## config.mk

```make
export PLATFORM = sky130hd
export DESIGN_NAME = l2_cache_update
export DESIGN_NICKNAME = d
export VERILOG_FILES = /design/src/source/l2_cache_pkg.sv /design/src/source/l2_cache_update.sv
export SDC_FILE = /design/constraint.sdc
export NUM_CORES = 1
export LEC_CHECK = 0
export BUFFER_PORTS_ARGS = -buffer_cell sky130_fd_sc_hd__buf_2
export CORE_AREA = 2 2 339 341
export CTS_BUF_LIST = sky130_fd_sc_hd__clkbuf_16
export DETAILED_ROUTE_END_ITERATION = 10
export DIE_AREA = 0 0 341 343
export PLACE_DENSITY = 0.47
export SLEW_MARGIN = 20
export SYNTH_ARGS = -nofsm -noshare
export SYNTH_HDL_FRONTEND = slang
export SYNTH_SLANG_ARGS = --single-unit
export TNS_END_PERCENT = 10
```

## constraint.sdc

```tcl
create_clock -name clk -period 10.75 [get_ports clk]
set_input_delay 0.5375 -clock clk [delete_from_list [all_inputs] [get_ports clk]]
set_output_delay 0.5375 -clock clk [all_outputs]
set_load 0.005 [all_outputs]
```

## src/source/l2_cache_pkg.sv

```systemverilog
// L2 cache shared types
`default_nettype none

package l2_cache_pkg;
	// Cache geometry
	localparam int L2_NUM_WAYS = 4;
	localparam int L2_NUM_SETS = 16;
	localparam int LINE_BYTES = 16;

	// Line address, tag in the upper bits and set index in the lower bits
	typedef logic [15:0] line_addr_t;
	typedef logic [$clog2(L2_NUM_SETS)-1:0] set_index_t;
	typedef logic [$bits(line_addr_t)-$bits(set_index_t)-1:0] l2_tag_t;
	typedef logic [$clog2(L2_NUM_WAYS)-1:0] l2_way_t;
	// Data memory address, way above set
	typedef logic [$bits(l2_way_t)+$bits(set_index_t)-1:0] cache_index_t;
	typedef logic [LINE_BYTES*8-1:0] line_data_t;
	typedef logic [LINE_BYTES-1:0] byte_mask_t;
	// Two cores of four strands each
	typedef logic [2:0] strand_id_t;

	typedef enum logic [2:0]
	{
		LOAD,
		STORE,
		LOAD_SYNC,
		STORE_SYNC,
		FLUSH
	} l2_op_t;

	// Request from a core, or a fill carrying the line from memory
	typedef struct packed
	{
		logic valid;
		l2_op_t op;
		strand_id_t strand;
		line_addr_t address;
		logic is_fill;
		byte_mask_t store_mask;
		line_data_t store_data;
		line_data_t fill_data;
	} l2_request_t;

	typedef struct packed
	{
		logic valid;
		l2_op_t op;
		strand_id_t strand;
		line_addr_t address;
		logic hit;
		line_data_t data;
		logic sync_success;
	} l2_response_t;

	// Dirty line going back to memory
	typedef struct packed
	{
		logic valid;
		line_addr_t address;
		line_data_t data;
	} l2_writeback_t;

	// Directory stage result, dirty bits of every way in the set
	typedef struct packed
	{
		l2_request_t request;
		logic cache_hit;
		l2_way_t hit_way;
		l2_way_t fill_way;
		l2_tag_t old_tag;
		logic [L2_NUM_WAYS-1:0] victim_dirty;
	} dir_result_t;

	// Read stage result
	typedef struct packed
	{
		l2_request_t request;
		logic cache_hit;
		cache_index_t cache_index;
		l2_tag_t old_tag;
		logic line_is_dirty;
		logic store_sync_success;
	} read_result_t;
endpackage

`default_nettype wire

```

## src/source/l2_cache_update.sv

```systemverilog
// L2 cache update stage
`default_nettype none
`timescale 1ns/100ps

module l2_cache_update
(
	input wire clk,
	input wire reset,
	input wire l2_cache_pkg::read_result_t read_out,
	input wire l2_cache_pkg::line_data_t rd_cache_mem_result,
	output logic update_enable,
	output l2_cache_pkg::cache_index_t update_index,
	output l2_cache_pkg::line_data_t update_data,
	output l2_cache_pkg::l2_response_t response,
	output l2_cache_pkg::l2_writeback_t writeback
);
	import l2_cache_pkg::*;

	// Last write, memory read port misses it for one cycle
	logic last_valid;
	cache_index_t last_index;
	line_data_t last_data;

	set_index_t req_set;
	line_data_t old_line;
	line_data_t base_line;
	line_data_t merged_line;
	logic line_present;
	logic do_store;
	logic dirty_evict;
	logic dirty_flush;

	assign req_set = read_out.request.address[$bits(set_index_t)-1:0];
	assign old_line = last_valid && last_index == read_out.cache_index ? last_data
		: rd_cache_mem_result;
	assign base_line = read_out.request.is_fill ? read_out.request.fill_data : old_line;
	assign line_present = read_out.cache_hit || read_out.request.is_fill;
	assign do_store = (line_present && read_out.request.op == STORE)
		|| read_out.store_sync_success;

	// Byte merge of store data
	always_comb
	begin
		merged_line = base_line;
		if (do_store)
		begin
			for (int b = 0; b < LINE_BYTES; b++)
			begin
				if (read_out.request.store_mask[b])
					merged_line[b*8 +: 8] = read_out.request.store_data[b*8 +: 8];
			end
		end
	end

	assign update_enable = read_out.request.valid && (read_out.request.is_fill || do_store);
	assign update_index = read_out.cache_index;
	assign update_data = merged_line;

	assign dirty_evict = read_out.request.is_fill && read_out.line_is_dirty;
	assign dirty_flush = read_out.request.op == FLUSH && read_out.cache_hit
		&& read_out.line_is_dirty;

	always_ff @(posedge clk)
	begin
		last_index <= update_index;
		last_data <= update_data;
	end

	always_ff @(posedge clk, posedge reset)
	begin
		if (reset)
		begin
			last_valid <= 1'b0;
			response.valid <= 1'b0;
			writeback.valid <= 1'b0;
		end
		else
		begin
			last_valid <= update_enable;
			response.valid <= read_out.request.valid;
			response.op <= read_out.request.op;
			response.strand <= read_out.request.strand;
			response.address <= read_out.request.address;
			response.hit <= line_present;
			response.data <= merged_line;
			response.sync_success <= read_out.store_sync_success;
			writeback.valid <= read_out.request.valid && (dirty_evict || dirty_flush);
			// Evicted line goes back under its old tag
			writeback.address <= read_out.request.is_fill ? {read_out.old_tag, req_set}
				: read_out.request.address;
			writeback.data <= old_line;
		end
	end
endmodule

`default_nettype wire

```

; Word level (Yosys, flattened, before mapping)
; Index checks and enable logic that the tools add are counted.
[word_totals]
inputBits = 447
word_cells = 47
reg_bits = 433
out_inout_bits = 433
[op_classes]
n_eq_ne = 3
reduce_logical = 11
n_mux = 20
[ops]
columns = op, n
row1 = $mux W128, 3
row2 = $mux W8, 16
row3 = $mux W16, 1
row4 = $logic_and A1 B1 Y1, 7
row5 = $eq A6 B6 Y1, 1
row6 = $logic_or A1 B1 Y1, 4
row7 = $eq A3 B1 Y1 const B, 1
row8 = $eq A3 B3 Y1 const B, 1

; Longest topological paths before layout
; Gate-level depths: netlist of run 1.
[depth]
ltp_word = 6
mapped_depth = 7
mapped_depth_nobuf = 4

; Worst setup path before layout of run 1
; OpenSTA, ideal clock, no wires.
[synth_path]
kind = input-to-reg
from = input reset
to = register response[0] (netlist bit) (enable)
slack_ps = 3886
setup_ps = 644
cell_stages = 1
n_path_buf = 0
arrival_time_ps = 6221
path_cell_list = inv_1
[synth_rtl]
columns = element, line
row1 = from (decl), l2_cache_update.sv:8  ; input wire reset,
row2 = to (decl), l2_cache_update.sv:14  ; output l2_cache_pkg::l2_response_t response,
; No word-level cell between the ends.

; Worst setup path in the final report of run 1
[layout_path]
from = input read_out[293] (netlist bit)
to = output update_data[120]
[layout_via]
elab_chain_len = 4
elab_cells_between_ends = 6
[layout_rtl]
columns = element, line
row1 = from (decl), l2_cache_update.sv:9  ; input wire l2_cache_pkg::read_result_t read_out,
row2 = $logic_or A1 B1 Y1, l2_cache_update.sv:37  ; assign line_present = read_out.cache_hit || read_out.request.is_fill;
row3 = $logic_and A1 B1 Y1, l2_cache_update.sv:38  ; assign do_store = (line_present && read_out.request.op == STORE)
row4 = $logic_or A1 B1 Y1, l2_cache_update.sv:39  ; || read_out.store_sync_success;
row5 = $mux W128 (*), l2_cache_update.sv:45  ; if (do_store)
row6 = to (decl), l2_cache_update.sv:13  ; output l2_cache_pkg::line_data_t update_data,
; Mark *: on every way between the ends. The rest lies on a longest branch, timed or not.

==> results of run 1 <==
==> per-stage QoR <==
stage | power (uW) | utilization | setup WS, ns | cell area, um2
6_report | 4610 | 0.262 | 5.68 | 29700
5_1_grt | 4790 | 0.261 | 5.35 | 29700
4_1_cts | 4670 | 0.261 | 5.60 | 29600
3_5_place_dp | 2760 | 0.246 | 5.60 | 27900
3_3_place_gp | 2760 | 0.246 | 5.64 | 27900
2_1_floorplan | 2360 | - | 2.58 | 22400
==> cells by family after synthesis <==
| group | Yosys count |
|---|---|
| and+or+nand+nor | 538 |
| muxes | 140 |
| AOI/OAI and AO/OA | 531 |
| DFF | 429 |
| xor gates and xnor gates | 6 |
| buffers and inverters | 347 |
==> state kept, by name, indices dropped and copies added, names as in the netlist <==
name	cells
response	149
writeback	145
last_data	128
last_index	6
last_valid	1
==> per-layer routing <==
metal,GRT usage,vias up
li1,-,9381
met3,0.0413,144
met5,0,-
met2,0.296,932
met1,0.225,10600
met4,0.0464,16
==> what timing repair did <==
item | 4_1_cts | 5_1_grt
gates resized for setup | 0 | 0
endpoints found under the hold margin | 1 | 0
hold buffers | 1 | 0
==> cell type report <==
cell class / count / area (um2) / area share
clock buffer: 57 / 1430 / 0.0481
clock inverter: 44 / 348 / 0.0117
inverter: 114 / 440 / 0.0148
timing repair buffer: 909 / 4660 / 0.157
multi-input combinational: 1215 / 9350 / 0.315
sequential: 429 / 11500 / 0.388
tap: 1512 / 1890 / 0.0638
antenna: 11 / 27.5 / 0.000928
==> layout by cell type (no fill, tap or decap), types with 2 or more instances in the layout <==
cell and n:
nand4_1 129, clkbuf_16 57, dfrtp_1 3, mux2_2 140, clkinv_1 9, o2111ai_1 128
dfxtp_1 134, and2_1 16, clkinvlp_4 2, buf_2 878, xor2_1 3, a22oi_1 128
bufinv_16 6, diode_2 11, a32oi_1 112, clkinv_4 2, and3b_1 16, nor2b_1 256
nor2_1 2, buf_4 27, clkinv_2 6, buf_12 2, a31oi_1 17, inv_1 131
xnor2_1 3, edfxtp_1 292, and3_1 112, o211ai_1 128, a31o_2 16
==> where the power goes <==
part	switching (uW)	internal, uW	leakage, uW
sequential	48.6	1920	0.00402
clock	796	1090	0.000935
combinational	462	293	0.00693
total	1310	3310	0.0119
==> worst max-delay path by stage <==
| stage | end |
|---|---|
| floorplan | last_valid$_DFF_PP0_ |
| global placement | update_data[64] |
| detailed placement | update_data[2] |
| CTS | update_data[2] |
| global route | update_data[2] |
| finish | update_data[120] |
==> worst max-delay path: cells and delay by family <==
kind | cells | cell delay [ns]
simple gates | 1 | 0.61
compound gates | 3 | 1.20
buf+inv | 4 | 2.02
==> results.md, run 1 <==
- Status: complete, no violations
- Dpl hpwl: 75100 um
- CTS tree: yes
- Vias: 21100
- Leakage power: 0.0119 uW
- Yosys warns: 0
- M1 wire length: around 45000 um
- Post-route insts no fill: 4291
- Std-Cell Rows: 124
- Fmax: 197 MHz
- Synth Area in XOR/XNOR: 0.00235
- IO Pins: 880
- Yosys top cell area share: 0.392
- Fin crit share: 0.472
- HP Start: read_out[18]
- Final Max Tran Viols: 0
- WP data arrival: roughly 4.5 ns
- Syn Inst Count: 1991
- TritonCTS buffer count: 55
- Fin nets: approximately 3200
- Fin Clk Skew: 0.0252 ns
- Compound-Gate Fraction of Synth Area: 0.192
- Pin count of the biggest net entering global routing: 129
- Max Fanout on Critical Path: 88
- Hold slack: 0.0605 ns
- Worst-Margin Slew: 1.04 ns
- Wire per inst: roughly 26 um
- Worst Hold Class: primary input to register
- Final RePlAce weighted congestion: 0.826
- Reg2Reg Depth: 6
- Total track usage: 0.176
- PortBufs: slightly below 900
- Worst path required time: approximately 10 ns
- Synthesized flop and latch total: 429
- Placed insts: 4178
- Max-cap violations: 0
- Setup crit start: read_out[293]
- Routed length on met2: 53200 um
- Vias in the first global route: 20200
- Final setup viols: 0
- VDD IR-drop max: 121 uV
- CTS Sinks: 429
- Final hold violations: 0
- Post-DRT Antenna Nets: 0
- EDFF count, synth: around 290
- Layout overhead on the synthesized area: 32.7%
- Net Count, Synth: between 2000 and 2500
- RSZ-0062 raised after global routing: no
- Avg Cell Area, Syn: 11.2 um2
- Hold Path Cell Cnt: 1
- Final wirelength: 110000 um
- Postcts setup bufs: 0
- PwrDens: between 150 and 200 nW/um2
- Starting Density: 0.197
- Crit. End Element: primary output
- Mux contribution to synthesized area: 0.0705
- DR WL met3: 8220 um
- Worst-case clock buffer depth: 3
- Most frequent cells after synthesis: edfxtp_1, nor2b_1, clkbuf_1, mux2_2, dfxtp_1
- Critical Path Start Type: primary input
- Clock tree root driver cell: clkbuf_16
- Synthesized cell area: approximately 22000 um2
- Width of the chip: 341 um
- Layout cells sized above 1: 0.414
- Synth cell types: 33
- Sequential fraction of the synthesis area: 0.516
- Area contributors post-synth: edfxtp_1, dfxtp_1, nor2b_1
- Largest family of logic cells by synthesized area: compound AO/OA/AOI/OAI gates
- Post-synthesis adder-cell area fraction: 0
- First DRT Iteration DRCs: 1525
- Post-synth top area cell: edfxtp_1
- H-tree lvl count: 2
- CP Class: primary input to primary output
- Total Neg Setup Slack: 0 ns
- Vias/cell: 4.91
- First-pass GRT wire length: 153000 um
- Crit-path cells: buf_8 > or2_4 > a21o_4 > buf_4 > buf_4 > a22oi_1 > o211ai_1 > buf_2
- Drt drc: 0
- Crit Reg-Reg Startpoint: last_index[3]$_DFF_P_
- Cell with the most instances after synthesis: edfxtp_1
- Drt first pass iters: 5
- Clk_lat worst skew: 0.64 ns
- Die height: 343 um
- Clock slew at reported path FFs: 0.06 ns
- FFs w/ async S/R, synth: 0.00699
- Rel. slew slack: 0.308
- Hold endpoint: last_index[4]$_DFF_P_
- Top sig layer: met5
- Initial antenna violation count: 26
- R2R Setup Slk: between 7 and 8 ns
- Grt ovf: 0
- Critical Path Slowest Stage Cell: buf_4
- Worst path most repeated cell: buf_4
- Max stage delay on crit path: 0.81 ns
- Fillers: ~12000
- FF-to-FF End: writeback[54]$_DFFE_PN_
- Simple-gate share of the synthesized area: 0.153
- Ys flop type: edfxtp_1
- Core area: 113000 um2
- Tmin final: slightly above 5 ns
- Die area: 117000 um2
Power figures use the tool's default switching activity.
==> run 2: changes to the inputs <==
Settings changed: ABC_AREA set to 1, CORE_AREA 2 2 339 341 to 2 2 341 343, DIE_AREA 0 0 341 343 to 0 0 343 345, PLACE_DENSITY 0.47 to 0.45.
Clock period 10.75 ns to 4.2 ns, I/O delays scaled along.
==> results.md, run 2 <==
- Starting Density: 0.164 (-0.0328)
- Final RePlAce weighted congestion: 0.907 (+9.9%)
- Tmin final: 3.45 ns
- Width of the chip: 343 um (+0.59%)
- Delay-heaviest family, CP: buffers and inverters
- IO Pins: 880 (unchanged)
- RSZ-0062 raised after global routing: no
- Post-synth top area cell: edfxtp_1
- Yosys top cell area share: 0.464 (+0.0714)
- Clock slew at reported path FFs: 0.05 ns (about the same)
- Drt drc: 0 (unchanged)
- Compound-Gate Fraction of Synth Area: 0.120 (-0.0714)
- Fmax: 290 MHz
- Post-DP Area: 25200 um2 (-9.5%)
- PwrDens: 381 nW/um2 (+150%)
- Max Fanout on Critical Path: 36 (-59%)
- Area contributors post-synth: edfxtp_1, dfxtp_1, nand3_1
- Vias/cell: 3.94 (-20%)
- Hold slack: 0.0458 ns (-0.0147 ns)
- First DRT Iteration DRCs: 972 (-36%)
- Vias: 18600 (-12%)
- Total track usage: 0.144 (-0.0312)
- Layout cells sized above 1: 0.322 (-0.0922)
- Max FFs per register: 149 (unchanged)
- EDFF count, synth: 292 (unchanged)
- Rel. slew slack: 0.499 (+0.191)
- Net Count, Synth: 2401 (-1.5%)
- Layout overhead on the synthesized area: 59.7%
- First-pass GRT wire length: 126000 um (-18%)
- CTS Sinks: 429 (unchanged)
- Critical Path Slowest Stage Cell: dlygate4sd3_1
- Largest family of logic cells by synthesized area: simple AND/OR/NAND/NOR gates
- Critical Path Start Type: primary input
- Worst Hold Class: primary input to register
- Clk_lat worst skew: 0.63 ns (about the same)
- Final setup viols: 0 (unchanged)
- Avg Cell Area, Syn: 9.68 um2 (-14%)
- Syn Inst Count: 1954 (-1.9%)
- Fin crit share: 0.821
- Most common cell after layout, fill and taps aside: buf_2
- Final hold violations: 0 (unchanged)
- Yosys warns: 0 (unchanged)
- Initial antenna violation count: 18 (-31%)
- FFs w/ async S/R, synth: 0.00699 (unchanged)
- Pin count of the biggest net entering global routing: 83 (-36%)
- Number of gates resized after cts: 0 (unchanged)
- Core area: 115000 um2 (+1.5%)
- Fin nets: 3582 (+13%)
- Synth cell types: 22 (-33%)
- Die area: 118000 um2 (+1.2%)
- Post-synthesis adder-cell area fraction: 0 (unchanged)
- CTS tree: yes
- Vias in the first global route: 18500 (-8.5%)
- Mux contribution to synthesized area: 0 (-0.0705)
- Die height: 345 um (+0.58%)
- TritonCTS buffer count: 55 (unchanged)
- Clock tree root driver cell: clkbuf_16
- Sequential fraction of the synthesis area: 0.609 (+0.0939)
- Most frequent cells after synthesis: edfxtp_1, inv_1, nand3_1, a21oi_1, nand2_1
- Dpl hpwl: 68100 um (-9.2%)
- Grt ovf: 0 (unchanged)
- Commonest cells after routing, fill and taps aside: buf_2, dlygate4sd3_1, edfxtp_1
- R2R Setup Slk: 1.35 ns (-5.93 ns)
- Placed insts: 4275 (+2.3%)
- Fin Clk Skew: 0.0279 ns (+0.00264 ns)
- Worst-case clock buffer depth: 3 (unchanged)
- CP Class: primary input to primary output
- Drt first pass iters: 7 (+2)
- Synthesized flop and latch total: 429 (unchanged)
- Biggest registers after layout: response: 149 flops, writeback: 145 flops, last_data: 128 flops
- Max-cap violations: 0 (unchanged)
- Postcts setup bufs: 0 (unchanged)
- Worst-Margin Slew: 0.752 ns (-0.286 ns)
- WP data arrival: 3.24 ns (-1.29 ns)
- Final wirelength: 90100 um (-18%)
- Post-route insts no fill: 4712 (+9.8%)
- Max stage delay on crit path: 0.53 ns (-0.28 ns)
- Worst path required time: 3.99 ns (-6.22 ns)
- H-tree lvl count: 2 (unchanged)
- Crit. End Element: primary output
- Wire per inst: 19.1 um (-25%)
- Std-Cell Rows: 125 (+0.81%)
- Ys flop type: edfxtp_1
- Simple-gate share of the synthesized area: 0.184 (+0.0312)
- Cell with the most instances after synthesis: edfxtp_1
- Synth Area in XOR/XNOR: 0 (-0.00235)
- Post-DRT Antenna Nets: 0 (unchanged)
- Leakage power: 0.0138 uW (+16%)
- Synthesized cell area: 18900 um2 (-15%)
- VDD IR-drop max: 255 uV (+110%)
- Final Max Tran Viols: 0 (unchanged)
- Reg with most FFs: response
- Crit-path cells: dlygate4sd3_1 > buf_2 > inv_1 > nand2_1 > nand2_1 > nor2_1 > nand2_4 > buf_12 > buf_4 > o21bai_1 > nand3_1 > a21oi_1 > buf_2
- Status: complete, no violations
- PortBufs: 879 (unchanged)
- Design area: 30200 um2 (+1.8%)
- WP buf/inv: 6 (+2)
## run 2: cell types whose count changed after synthesis, moves of 129 or more
cell	previous run	this run
inv_1	114	276
nand4_1	129	0
nor2_1	2	133
a21oi_1	0	259
nand2_1	1	191
mux2_2	140	0
nand3_1	0	260
nor2b_1	256	0
## run 2: repair_timing
action                                  CTS  global route
hold buffers                            327             0
endpoints found under the setup margin    0             0
hold endpoints to repair                353             0
## run 2: metal layers
metal,track usage,share of wire,wire length (um),vias up
met5,0,0.00063,57,-
met4,0.0553,0.035,3160,8
met3,0.0368,0.068,6100,141
met2,0.245,0.49,43800,668
met1,0.173,0.41,37000,8895
li1,-,-,-,8871
## run 2: where the power goes
part / switching (uW) / total, uW / internal [uW]
Clock: 1960 / 4570 / 2600
Sequential: 94.2 / 5000 / 4910
Combinational: 1070 / 1950 / 872
## run 2: cell type report
cell class | instances | area [um2]
diodes | 9 | 22.5
well taps | 1524 | 1910
inverters | 277 | 1050
repair buffers | 1253 | 8210
clock inverters | 46 | 313
multi-input cells | 1119 | 5790
fillers | 12500 | 84900
clock buffers | 55 | 1380
flip-flops and latches | 429 | 11500
## run 2: worst paths after layout
kind / startpoint / endpoint / cells after the start
min in group asynchronous: reset / last_valid$_DFF_PP0_ / 3
min reg2reg: last_data[54]$_DFF_P_ / writeback[54]$_DFFE_PN_ / 3
min: read_out[149] / last_data[0]$_DFF_P_ / 3
max in group asynchronous: reset / response[152]$_DFF_PP0_ / 5
max reg2reg: last_index[4]$_DFF_P_ / last_data[16]$_DFF_P_ / 10
max: read_out[14] / update_data[13] / 13
## run 2: stage by stage
step	util	power, uW	setup WS [ns]	TNS (ns)
floorplan	-	5790	-0.744	-217.34
detailed placement	0.219	6760	1.28	0
global placement	0.219	6770	1.30	0
CTS	0.262	11700	0.745	0
global route	0.262	12000	0.512	0
finish	0.262	11500	0.752	0
## run 2: worst min-delay path: cells and delay by family
kind | cells | cell delay (ns)
buffers and inverters | 1 | 0.11
and+or+nand+nor | 1 | 0.08
AOI/OAI and AO/OA | 1 | 0.19
## run 2: kinds of logic after synthesis
| kind of cell | count (synthesis) |
|---|---|
| and+or+nand+nor | 729 |
| buffers and inverters | 406 |
| AOI/OAI and AO/OA | 390 |
| DFF | 429 |
